### config.mk
export PLATFORM = sky130hd
export DESIGN_NAME = tcm_trb_top
export DESIGN_NICKNAME = d
export VERILOG_FILES = /design/src/design/tcm_trb_pkg.sv /design/src/design/tcm_trb_survivor_ram.sv /design/src/design/tcm_trb_engine.sv /design/src/design/tcm_trb_reorder_lifo.sv /design/src/design/tcm_trb_top.sv
export VERILOG_INCLUDE_DIRS = /design/src /design/src/design
export SDC_FILE = /design/constraint.sdc
export NUM_CORES = 1
export LEC_CHECK = 0
export BUFFER_PORTS_ARGS = -buffer_cell sky130_fd_sc_hd__buf_4
export CAP_MARGIN = 20
export CORE_MARGIN = 4
export CORE_UTILIZATION = 45
export DETAILED_ROUTE_END_ITERATION = 8
export PLACE_DENSITY = 0.62
export REMOVE_ABC_BUFFERS = 1
export SETUP_SLACK_MARGIN = 0.15
export SLEW_MARGIN = 40
export SYNTH_ARGS = -nofsm -noshare
export SYNTH_HDL_FRONTEND = slang
export SYNTH_HIERARCHICAL = 1
export SYNTH_SLANG_ARGS = --single-unit
### constraint.sdc
create_clock -name iclk -period 3.1 [get_ports iclk]
set_clock_uncertainty 0.1 [all_clocks]
set_input_delay 0.62 -clock iclk [delete_from_list [all_inputs] [get_ports iclk]]
set_output_delay 0.62 -clock iclk [all_outputs]
set_load 0.05 [all_outputs]
### src/design/tcm_trb_params.svh
// width, depth and length macros for the traceback back end
`ifndef TCM_TRB_PARAMS_SVH
`define TCM_TRB_PARAMS_SVH

// --------------------------------------------------------------------------
// trellis
// --------------------------------------------------------------------------

// three-bit shift register, 8 states
`define TRB_STATE_W 3

// --------------------------------------------------------------------------
// memories
// --------------------------------------------------------------------------

// survivor ram address bits, 64 trellis steps deep
`define TRB_RAM_AW 6

// longest traceback block, also the depth of one reversal bank
`define TRB_MAX_LEN 16

`endif

### src/design/tcm_trb_pkg.sv
// traceback types and the trellis predecessor rule
`include "tcm_trb_params.svh"

package tcm_trb_pkg;

  // --------------------------------------------------------------------------
  // data types
  // --------------------------------------------------------------------------

  // last three input bits, newest in bit 0
  typedef logic [`TRB_STATE_W-1:0] state_t;

  // one survivor bit per state
  typedef logic [(1 << `TRB_STATE_W)-1:0] decision_t;

  // circular survivor ram address
  typedef logic [`TRB_RAM_AW-1:0] trb_ram_addr_t;

  // position inside one reversal bank
  typedef logic [$clog2(`TRB_MAX_LEN)-1:0] lifo_addr_t;

  // decision bit on top, predecessor lsb below
  typedef logic [1:0] bm_idx_t;

  // --------------------------------------------------------------------------
  // trellis
  // --------------------------------------------------------------------------

  // predecessor of s for decision d
  // d is the bit that dropped out of the register
  function automatic state_t pre_state(input state_t s, input logic d);
    return {d, s[`TRB_STATE_W-1:1]};
  endfunction

endpackage

### src/design/tcm_trb_survivor_ram.sv
// survivor decision memory with write pointer and two-cycle read
`timescale 1ns/10ps
`include "tcm_trb_params.svh"

module tcm_trb_survivor_ram (
  input  logic                       iclk,
  input  logic                       ireset,
  // acs side
  input  logic                       iwrite,
  input  tcm_trb_pkg::decision_t     idecision,
  // traceback side
  input  tcm_trb_pkg::trb_ram_addr_t raddr,
  output tcm_trb_pkg::decision_t     rdecision,
  // newest free step
  output tcm_trb_pkg::trb_ram_addr_t owptr
);

  import tcm_trb_pkg::*;

  localparam int ram_depth = 1 << `TRB_RAM_AW;

  decision_t     mem [ram_depth];
  trb_ram_addr_t wptr;
  trb_ram_addr_t raddr_q;

  // --------------------------------------------------------------------------
  // write side
  // --------------------------------------------------------------------------

  // pointer wraps at the ram depth
  always_ff @(posedge iclk or posedge ireset) begin
    if (ireset) begin
      wptr <= '0;
    end
    else if (iwrite) begin
      wptr <= wptr + 1'b1;
    end
  end

  always_ff @(posedge iclk) begin
    if (iwrite) begin
      mem[wptr] <= idecision;
    end
  end

  assign owptr = wptr;

  // --------------------------------------------------------------------------
  // read side
  // --------------------------------------------------------------------------

  // address reg then data reg, fixed latency of 2
  always_ff @(posedge iclk) begin
    raddr_q   <= raddr;
    rdecision <= mem[raddr_q];
  end

endmodule

### src/design/tcm_trb_engine.sv
// traceback engine: command select, address count, read pipeline, state walk
`timescale 1ns/10ps

module tcm_trb_engine (
  input  logic                       iclk,
  input  logic                       ireset,
  // normal traceback command
  input  logic                       istart,
  input  tcm_trb_pkg::trb_ram_addr_t iraddr,
  input  tcm_trb_pkg::trb_ram_addr_t isize_m1,
  input  tcm_trb_pkg::state_t        istate,
  // flush command
  input  logic                       iflush,
  input  tcm_trb_pkg::trb_ram_addr_t ifraddr,
  input  tcm_trb_pkg::trb_ram_addr_t ifsize_m1,
  input  tcm_trb_pkg::state_t        ifstate,
  output logic                       ordy,
  // survivor ram
  output tcm_trb_pkg::trb_ram_addr_t raddr,
  input  tcm_trb_pkg::decision_t     rdecision,
  // reversal buffer
  output logic                       wr,
  output logic                       wsop,
  output logic                       weop,
  output logic                       wflush,
  output logic                       wbit,
  output tcm_trb_pkg::bm_idx_t       wbm_idx
);

  import tcm_trb_pkg::*;

  logic          do_start;
  logic          busy;
  logic          first;
  logic          last;
  logic          cmd_flush;
  trb_ram_addr_t cnt;
  trb_ram_addr_t sel_size;
  state_t        start_state;
  // two ram stages, wr and friends form the third
  logic [1:0]    pipe_val;
  logic [1:0]    pipe_sop;
  logic [1:0]    pipe_eop;
  logic [1:0]    pipe_flush;
  state_t        pipe_state [2];
  state_t        state;
  state_t        cur_state;
  state_t        prev_state;
  logic          dbit;

  // --------------------------------------------------------------------------
  // command accept and address count
  // --------------------------------------------------------------------------

  // istart has priority over iflush
  assign do_start = ordy & (istart | iflush);
  assign sel_size = istart ? isize_m1 : ifsize_m1;

  // ready again while the last address goes out
  assign ordy = ~busy | last;

  always_ff @(posedge iclk or posedge ireset) begin
    if (ireset) begin
      busy      <= 1'b0;
      first     <= 1'b0;
      last      <= 1'b0;
      cmd_flush <= 1'b0;
      cnt       <= '0;
    end
    else begin
      first <= do_start;
      if (do_start) begin
        busy      <= 1'b1;
        cmd_flush <= ~istart;
        cnt       <= sel_size;
        last      <= (sel_size == '0);
      end
      else if (busy) begin
        busy <= ~last;
        cnt  <= cnt - 1'b1;
        last <= (cnt == trb_ram_addr_t'(1));
      end
    end
  end

  // newest step first, wraps modulo ram depth
  always_ff @(posedge iclk) begin
    if (do_start) begin
      raddr       <= istart ? iraddr : ifraddr;
      start_state <= istart ? istate : ifstate;
    end
    else if (busy) begin
      raddr <= raddr - 1'b1;
    end
  end

  // --------------------------------------------------------------------------
  // markers follow the ram latency
  // --------------------------------------------------------------------------

  always_ff @(posedge iclk or posedge ireset) begin
    if (ireset) begin
      pipe_val   <= '0;
      pipe_sop   <= '0;
      pipe_eop   <= '0;
      pipe_flush <= '0;
    end
    else begin
      pipe_val   <= {pipe_val[0], busy};
      pipe_sop   <= {pipe_sop[0], first};
      pipe_eop   <= {pipe_eop[0], last};
      pipe_flush <= {pipe_flush[0], last & cmd_flush};
    end
  end

  // start state delayed too, a size-0 block lets the next command overwrite it
  always_ff @(posedge iclk) begin
    pipe_state[0] <= start_state;
    pipe_state[1] <= pipe_state[0];
  end

  // --------------------------------------------------------------------------
  // state walk
  // --------------------------------------------------------------------------

  assign cur_state  = pipe_sop[1] ? pipe_state[1] : state;
  assign dbit       = rdecision[cur_state];
  assign prev_state = pre_state(cur_state, dbit);

  // decoded bit is the lsb of the state we stand on
  always_ff @(posedge iclk) begin
    if (pipe_val[1]) begin
      state   <= prev_state;
      wbit    <= cur_state[0];
      wbm_idx <= {dbit, prev_state[0]};
    end
  end

  always_ff @(posedge iclk or posedge ireset) begin
    if (ireset) begin
      wr     <= 1'b0;
      wsop   <= 1'b0;
      weop   <= 1'b0;
      wflush <= 1'b0;
    end
    else begin
      wr     <= pipe_val[1];
      wsop   <= pipe_val[1] & pipe_sop[1];
      weop   <= pipe_eop[1];
      wflush <= pipe_flush[1];
    end
  end

endmodule

### src/design/tcm_trb_reorder_lifo.sv
// two-bank reversal buffer replaying traceback blocks in forward order
`timescale 1ns/10ps
`include "tcm_trb_params.svh"

module tcm_trb_reorder_lifo (
  input  logic                 iclk,
  input  logic                 ireset,
  // from the engine, newest step first
  input  logic                 wr,
  input  logic                 wsop,
  input  logic                 weop,
  input  logic                 wflush,
  input  logic                 wbit,
  input  tcm_trb_pkg::bm_idx_t wbm_idx,
  // forward-order stream
  output logic                 oval,
  output logic                 osop,
  output logic                 oeop,
  output logic                 oframe_end,
  output logic                 obit,
  output tcm_trb_pkg::bm_idx_t obm_idx
);

  import tcm_trb_pkg::*;

  localparam int bank_depth = `TRB_MAX_LEN;

  // bank select on top of the position
  logic [2:0] mem [2*bank_depth];
  lifo_addr_t blk_len_m1 [2];
  logic       blk_flush [2];
  logic [1:0] ready;
  logic       wbank;
  lifo_addr_t wcnt;
  lifo_addr_t wpos;
  logic       weop_in;
  logic       rsel;
  logic       rbank;
  logic       rd_busy;
  logic       rd_first;
  logic       rd_flush;
  logic       rd_last;
  lifo_addr_t rptr;
  logic       hit;
  logic       start;
  lifo_addr_t start_len;
  logic       start_flush;

  // --------------------------------------------------------------------------
  // write side
  // --------------------------------------------------------------------------

  assign wpos    = wsop ? '0 : wcnt;
  assign weop_in = wr & weop;

  // block finishing this very edge in the bank we read next
  assign hit         = weop_in & (wbank == rsel);
  assign start_len   = hit ? wpos : blk_len_m1[rsel];
  assign start_flush = hit ? wflush : blk_flush[rsel];

  // --------------------------------------------------------------------------
  // read side
  // --------------------------------------------------------------------------

  // read from the top down, back to back if the other bank is ready
  assign rd_last = rd_busy & (rptr == '0);
  assign start   = (~rd_busy | rd_last) & (ready[rsel] | hit);

  always_ff @(posedge iclk) begin
    if (wr) begin
      mem[{wbank, wpos}] <= {wbit, wbm_idx};
    end
    if (weop_in) begin
      blk_len_m1[wbank] <= wpos;
      blk_flush[wbank]  <= wflush;
    end
    if (rd_busy) begin
      {obit, obm_idx} <= mem[{rbank, rptr}];
    end
  end

  always_ff @(posedge iclk or posedge ireset) begin
    if (ireset) begin
      wcnt       <= '0;
      wbank      <= 1'b0;
      ready      <= '0;
      rsel       <= 1'b0;
      rbank      <= 1'b0;
      rd_busy    <= 1'b0;
      rd_first   <= 1'b0;
      rd_flush   <= 1'b0;
      rptr       <= '0;
      oval       <= 1'b0;
      osop       <= 1'b0;
      oeop       <= 1'b0;
      oframe_end <= 1'b0;
    end
    else begin
      if (wr) begin
        wcnt <= wpos + 1'b1;
      end
      // finished bank handed to the reader
      if (weop_in) begin
        wbank        <= ~wbank;
        ready[wbank] <= 1'b1;
      end
      if (start) begin
        ready[rsel] <= 1'b0;
        rsel        <= ~rsel;
        rbank       <= rsel;
        rptr        <= start_len;
        rd_flush    <= start_flush;
        rd_first    <= 1'b1;
        rd_busy     <= 1'b1;
      end
      else begin
        rd_first <= 1'b0;
        if (rd_busy) begin
          rptr <= rptr - 1'b1;
        end
        if (rd_last) begin
          rd_busy <= 1'b0;
        end
      end
      oval       <= rd_busy;
      osop       <= rd_busy & rd_first;
      oeop       <= rd_last;
      oframe_end <= rd_last & rd_flush;
    end
  end

endmodule

### src/design/tcm_trb_top.sv
// top level: survivor ram, traceback engine and reversal buffer
`timescale 1ns/10ps

module tcm_trb_top (
  input  logic                       iclk,
  input  logic                       ireset,
  // decision input
  input  logic                       iwrite,
  input  tcm_trb_pkg::decision_t     idecision,
  output tcm_trb_pkg::trb_ram_addr_t owptr,
  // commands
  input  logic                       istart,
  input  tcm_trb_pkg::trb_ram_addr_t iraddr,
  input  tcm_trb_pkg::trb_ram_addr_t isize_m1,
  input  tcm_trb_pkg::state_t        istate,
  input  logic                       iflush,
  input  tcm_trb_pkg::trb_ram_addr_t ifraddr,
  input  tcm_trb_pkg::trb_ram_addr_t ifsize_m1,
  input  tcm_trb_pkg::state_t        ifstate,
  output logic                       ordy,
  // decoded stream
  output logic                       oval,
  output logic                       osop,
  output logic                       oeop,
  output logic                       oframe_end,
  output logic                       obit,
  output tcm_trb_pkg::bm_idx_t       obm_idx
);

  import tcm_trb_pkg::*;

  // engine to ram
  trb_ram_addr_t raddr;
  decision_t     rdecision;
  // engine to reversal buffer
  logic          wr;
  logic          wsop;
  logic          weop;
  logic          wflush;
  logic          wbit;
  bm_idx_t       wbm_idx;

  tcm_trb_survivor_ram tcm_trb_survivor_ram_inst (
    .iclk      (iclk),
    .ireset    (ireset),
    .iwrite    (iwrite),
    .idecision (idecision),
    .raddr     (raddr),
    .rdecision (rdecision),
    .owptr     (owptr)
  );

  tcm_trb_engine tcm_trb_engine_inst (
    .iclk      (iclk),
    .ireset    (ireset),
    .istart    (istart),
    .iraddr    (iraddr),
    .isize_m1  (isize_m1),
    .istate    (istate),
    .iflush    (iflush),
    .ifraddr   (ifraddr),
    .ifsize_m1 (ifsize_m1),
    .ifstate   (ifstate),
    .ordy      (ordy),
    .raddr     (raddr),
    .rdecision (rdecision),
    .wr        (wr),
    .wsop      (wsop),
    .weop      (weop),
    .wflush    (wflush),
    .wbit      (wbit),
    .wbm_idx   (wbm_idx)
  );

  tcm_trb_reorder_lifo tcm_trb_reorder_lifo_inst (
    .iclk       (iclk),
    .ireset     (ireset),
    .wr         (wr),
    .wsop       (wsop),
    .weop       (weop),
    .wflush     (wflush),
    .wbit       (wbit),
    .wbm_idx    (wbm_idx),
    .oval       (oval),
    .osop       (osop),
    .oeop       (oeop),
    .oframe_end (oframe_end),
    .obit       (obit),
    .obm_idx    (obm_idx)
  );

endmodule

# Word level (Yosys, flattened, before mapping)
# Memories as Yosys holds them, arrays and structs flattened. A register that Yosys moved wholly into a read port is not among the register bits.
# Cells that the tools add are included.
# Widths: inputs -> output; s select.
[word_totals]
ff_bits = 68
latch_bits = 0
ramBits = 624
rom_bits = 0
input_bits = 43
elab_cells = 113
mem_count = 5
[classes]
addsub = 5
mul = 0
div_mod_pow = 0
n_lt_le_gt_ge = 5
n_eq_ne = 2
n_shift = 0
mux = 35
bitwise = 22
n_reduce_logical = 7
[mem_list]
columns = ["memory", "depth", "word_bits", "read_ports", "rd_clocked_by_memory_dff", "write_ports", "line_no", "rtl"]
rows = [
  ["tcm_trb_survivor_ram_inst.mem", 64, 8, 1, 1, 1, "tcm_trb_survivor_ram.sv:22", "decision_t mem [ram_depth];"],
  ["tcm_trb_reorder_lifo_inst.mem", 32, 3, 1, 1, 1, "tcm_trb_reorder_lifo.sv:29", "logic [2:0] mem [2*bank_depth];"],
  ["tcm_trb_reorder_lifo_inst.blk_len_m1", 2, 4, 1, 0, 1, "tcm_trb_reorder_lifo.sv:30", "lifo_addr_t blk_len_m1 [2];"],
  ["tcm_trb_engine_inst.pipe_state", 2, 3, 2, 0, 2, "tcm_trb_engine.sv:45", "state_t pipe_state [2];"],
  ["tcm_trb_reorder_lifo_inst.blk_flush", 2, 1, 1, 1, 1, "tcm_trb_reorder_lifo.sv:31", "logic blk_flush [2];"],
]
[ops]
columns = ["operator", "n"]
rows = [
  ["$mux 6", 6],
  ["$mux 1", 18],
  ["$mux 4", 4],
  ["$sub 6x1->6 const B", 2],
  ["$and 1x1->1", 9],
  ["$add 6x1->6 const B", 1],
  ["$eq 6x1->1 const B", 1],
  ["$logic_not 6->1", 1],
  ["$mux 3", 2],
  ["$not 1->1", 6],
  ["$reduce_bool 2->1", 3],
  ["$add 4x1->4 const B", 1],
  ["$logic_not 4->1", 1],
  ["$lt 1x2->1 const B", 2],
  ["$lt 3x4->1 const B", 1],
  ["$mux 2", 2],
  ["$or 1x1->1", 4],
  ["$sub 4x1->4 const B", 1],
  ["$bmux 1 s3", 1],
  ["$and 2x2->2", 1],
  ["$demux 1 s1", 2],
  ["$ge 1x1->1 const B", 2],
  ["$logic_and 1x1->1", 2],
  ["$not 2->2", 1],
  ["other kinds (2)", 2],
]

# Longest topological paths before layout
[depth]
ltp_word = 8
depth_mapped = 9

# By module
# Netlist, hierarchy kept.
[by_module_without_submodules]
columns = ["module", "n_inst", "cells_each", "area_per_inst_um2", "seq_area_each_um2"]
rows = [
  ["tcm_trb_survivor_ram", 1, 959, 20504.7, 15805.2],
  ["tcm_trb_reorder_lifo", 1, 308, 5296.3, 3773.6],
  ["tcm_trb_engine", 1, 156, 1853.0, 1061.0],
]

# Least setup slack after synthesis
# No wires, ideal clock.
[synth_timing]
path_kind = "register -> register"
start = "register tcm_trb_survivor_ram_inst.wptr[3] (netlist: tcm_trb_survivor_ram_inst/owptr[3])"
end = "memory tcm_trb_survivor_ram_inst/mem[13][0] (netlist name), enable pin"
setup_time_ns = 0.370
t_arrival_ns = 1.926
required_ns = 2.630
path_slack_ns = 0.703
path_stages_with_launch = 5
path_cell_list = "dfrtp_1 > clkbuf_1 > or3b_2 > clkbuf_1 > nor2_1"
[synth_lines]
columns = ["element", "line_no", "rtl"]
rows = [
  ["from (decl)", "tcm_trb_survivor_ram.sv:23", "trb_ram_addr_t wptr;"],
  ["from (signal assigned)", "tcm_trb_survivor_ram.sv:36", "wptr <= wptr + 1'b1;"],
  ["to (decl)", "tcm_trb_survivor_ram.sv:22", ""],
]
# No word-level cell before the write port.

==> impl_metrics.tcl <==
set metrics [dict create \
    grt_max_degree 65 \
    async_reset_ff_share_pct 6.84 \
    ys_ff_latch 702 \
    synth_area_leaders "edfxtp_1 (69%), mux4_2 (12%), dfrtp_1 (4.3%), nor2_1 (1.7%), dfxtp_1 (1.4%)" \
    synthCells 1423 \
    mappedNetlistArea_um2 27700 \
    cp_data_required_time_ns 3.47 \
    cap_viol_max_count 0 \
    cts_resized 0 \
    vias 14000 \
    power_uw 29000 \
    htreeDepth 3 \
    fin_setup_tns_ns 0 \
    hold_violations 0 \
    setup_violations 0 \
    numCtsBuffers 72 \
    yosysTopAreaCellShare_pct 68.8 \
    crit_fanout 33 \
    worst_pin_slew_ns 0.829 \
    grt_pass1_wl_mm 90.8 \
    vias_per_cell 5.77 \
    switching_share_pct 30.5 \
    seqPwrFrac_pct 43.1 \
    internal-power_uw 20100 \
    path_clk_slew_ns 0.06 \
    slowest_delay_ns 0.72 \
    clkPwrFrac_pct 29.4 \
    final_min_period_over_clock_period_pct 83.5 \
    area_delta_synth_final_pct 15.0 \
    drt_iter0_drc 1229 \
    grt_antenna_before_repair 0 \
    die_x_um 256 \
    leakage_uw 0.0106 \
    coreArea_um2 60600 \
    rows 90 \
    dr.pass1.iters 5 \
    gr-total-overflow 0 \
    rsz0062_at_grt "false" \
    switching_power_uw 8850 \
    period_needed_ns 2.59 \
    synth-edff-count 634 \
    final_nets 1633 \
    fill_cells 4720 \
    track_usage_pct 18.4 \
    slowest_stage "dfxtp_4" \
    crit_family "compound AO/OA/AOI/OAI gates" \
    drive_above_1_share_pct 27.3 \
    clkSinkCount 702 \
    crit_buf_inv 1 \
    hp-class "in2reg" \
    p_comb_share_pct 27.5 \
    end_kind "flop" \
    cts_tree "done" \
    gp_congestion 0.818 \
    slew-limit-headroom_pct 44.6 \
    crit_path_cell_trace "buf_12 -> mux4_2 -> a22oi_1 -> a31oi_1 -> a211o_1" \
    pin_count 57 \
    drv_slew 0 \
    multiInputGateArea_um2 6450 \
    power_density_nw_per_um2 911 \
    die_area_um2 65500 \
    start_util_pct 45.6 \
    crit_type "reg2reg" \
    ff_latch_area_um2 20600 \
    grt_pass1_vias 14200 \
    drc_errors 0 \
    wl_per_cell_um 24.8 \
    synth_cell_types 63 \
    fin_cells 2424 \
    worstPathArrival_ns 2.96 \
    setup.worst_path.start_class "flop" \
    dp.cells 2292 \
    yosys.area.top_type "edfxtp_1" \
    post-place-ws_ns 0.556 \
    root_buffer "clkbuf_16" \
    status "completed" \
    diodes 0 \
    dp_hpwl_mm 38.3 \
    wirelength_mm 60.2 \
    syn_area_per_cell_um2 19.4 \
    hold_slack_ns 0.166 \
    clk_path_buf_depth 3 \
    fmax_mhz 386 \
    synthFlopType "edfxtp_1" \
    yosysWarnings 6 \
    antenna_left 0 \
    die_h_um 256 \
    setup_ws_ns 0.511 \
    seq_area_frac_synth_pct 74.6 \
    port_buffers 56 \
    worst_ir_drop_vdd_mv 0.586 \
    clkLatencyLatePin_ns 0.60 \
]
-- per-layer routing --
layer / GRT usage, % / up-vias / routed length (µm)
li1: - / 6113 / -
met1: 25.2 / 7376 / 25000
met2: 31.4 / 425 / 31300
met3: 3.09 / 77 / 2890
met4: 3.89 / 0 / 1050
met5: 0 / - / 0
-- final timing paths --
check                                                             startpoint                                             end  cells past startpoint  slack (ns)
worst max-delay path            tcm_trb_survivor_ram_inst/raddr_q[1]$_DFF_P_  tcm_trb_survivor_ram_inst/rdecision[6]$_DFF_P_                      5        0.51
worst max register to register  tcm_trb_survivor_ram_inst/raddr_q[1]$_DFF_P_  tcm_trb_survivor_ram_inst/rdecision[6]$_DFF_P_                      5        0.51
min in group asynchronous                                             ireset  tcm_trb_survivor_ram_inst/owptr[5]$_DFFE_PP0P_                      3        0.51
worst min-delay path                                                  iwrite  tcm_trb_survivor_ram_inst/owptr[0]$_DFFE_PP0P_                      2        0.17
worst min register to register  tcm_trb_engine_inst/pipe_state[0][2]$_DFF_P_    tcm_trb_engine_inst/pipe_state[0][5]$_DFF_P_                      0        0.23
max in group asynchronous                                             ireset     tcm_trb_engine_inst/pipe_flush[1]$_DFF_PP0_                      3        1.99
-- synthesized netlist by cell type (all sizes together) (15+ instances only) --
cell,n
edfxtp,634
dfrtp,48
buf,47
nand2b,15
mux4,158
nor2,128
clkbuf,27
a21oi,21
nand2,30
nor2b,17
o22ai,28
nand3,25
mux2i,20
o21ai,18
dfxtp,20
inv,20
-- cells in the final DEF, fill, tap and decap left out, types with 8 or more instances in the layout --
cell and count:
nor2b_1 17, a31oi_1 10, a21oi_1 21, nand3b_1 11
nand3_1 25, nor3_1 11, mux4_1 12, buf_4 152
nor2_1 128, dfrtp_1 47, mux4_2 146, clkinv_2 14
nand2b_1 15, a211oi_1 10, xor2_1 8, o22ai_1 28
o21ai_0 15, clkbuf_1 15, mux2_2 14, clkinv_1 13
mux2i_1 19, edfxtp_1 634, dfxtp_1 17, clkbuf_16 74
a22oi_1 14, inv_1 16, nand2_1 30
-- state kept, by name, summed over array words and instances (netlist names), 3 cells and up --
register / cells
tcm_trb_reorder_lifo_inst/wcnt: 4
tcm_trb_survivor_ram_inst/rdecision: 8
tcm_trb_engine_inst/start_state: 3
tcm_trb_engine_inst/pipe_state: 6
tcm_trb_engine_inst/cnt: 6
tcm_trb_reorder_lifo_inst/rptr: 4
tcm_trb_reorder_lifo_inst/mem: 96
tcm_trb_survivor_ram_inst/mem: 512
tcm_trb_engine_inst/raddr: 6
tcm_trb_survivor_ram_inst/raddr_q: 6
tcm_trb_survivor_ram_inst/owptr: 6
tcm_trb_reorder_lifo_inst/blk_len_m1: 8
-- cell families (layout without fill, tap and decap cells) --
kind of cell / count (synthesis) / in the layout / synth area share [%]
muxes: 192 / 192 / 14.4
AOI/OAI and AO/OA: 146 / 146 / 3.63
DFF: 702 / 702 / 74.6
xor gates and xnor gates: 15 / 15 / 0.475
buffers and inverters: 95 / 314 / 2.05
and+or+nand+nor: 268 / 268 / 4.61
adders and majority gates: 5 / 5 / 0.226
-- power groups by stage --
stage                     clock network, µW  logic, µW  registers [µW]
final                                  8520       7980           12500
after global routing                   9140       8520           12600
after CTS                              8730       8080           12500
after detailed placement                  0       8050           12700
after global placement                    0       7870           12700
after floorplan                           0       4410           13100
-- repair_timing --
| action | 4_1_cts | 5_1_grt |
|---|---|---|
| hold buffers | 1 | 0 |
| hold endpoints to repair | 6 | 0 |
| buffers inserted | 0 | 0 |
-- worst reg2reg max path, cell delays in order, from the launching register on --
cell and delay [ns]:
dfxtp_4 0.72, buf_12 0.31, mux4_2 0.59, a22oi_1 0.21, a31oi_1 0.22, a211o_1 0.33
-- cell type report --
type	instances	share of cell area, %
repair buffers	162	4.13
inverters	21	0.248
clock buffers	94	6.21
multi-input cells	626	20.3
well taps	782	3.08
flip-flops and latches	702	64.9
clock inverters	37	1.15
-- per-stage QoR --
stage | area [µm²] | util (%)
3_5_place_dp | 29500 | 48.6
5_1_grt | 31800 | 52.5
4_1_cts | 31800 | 52.5
6_report | 31800 | 52.5
2_1_floorplan | 27200 | -
3_3_place_gp | 29400 | 48.6
Note: power is estimated with default switching activity, not from simulation.
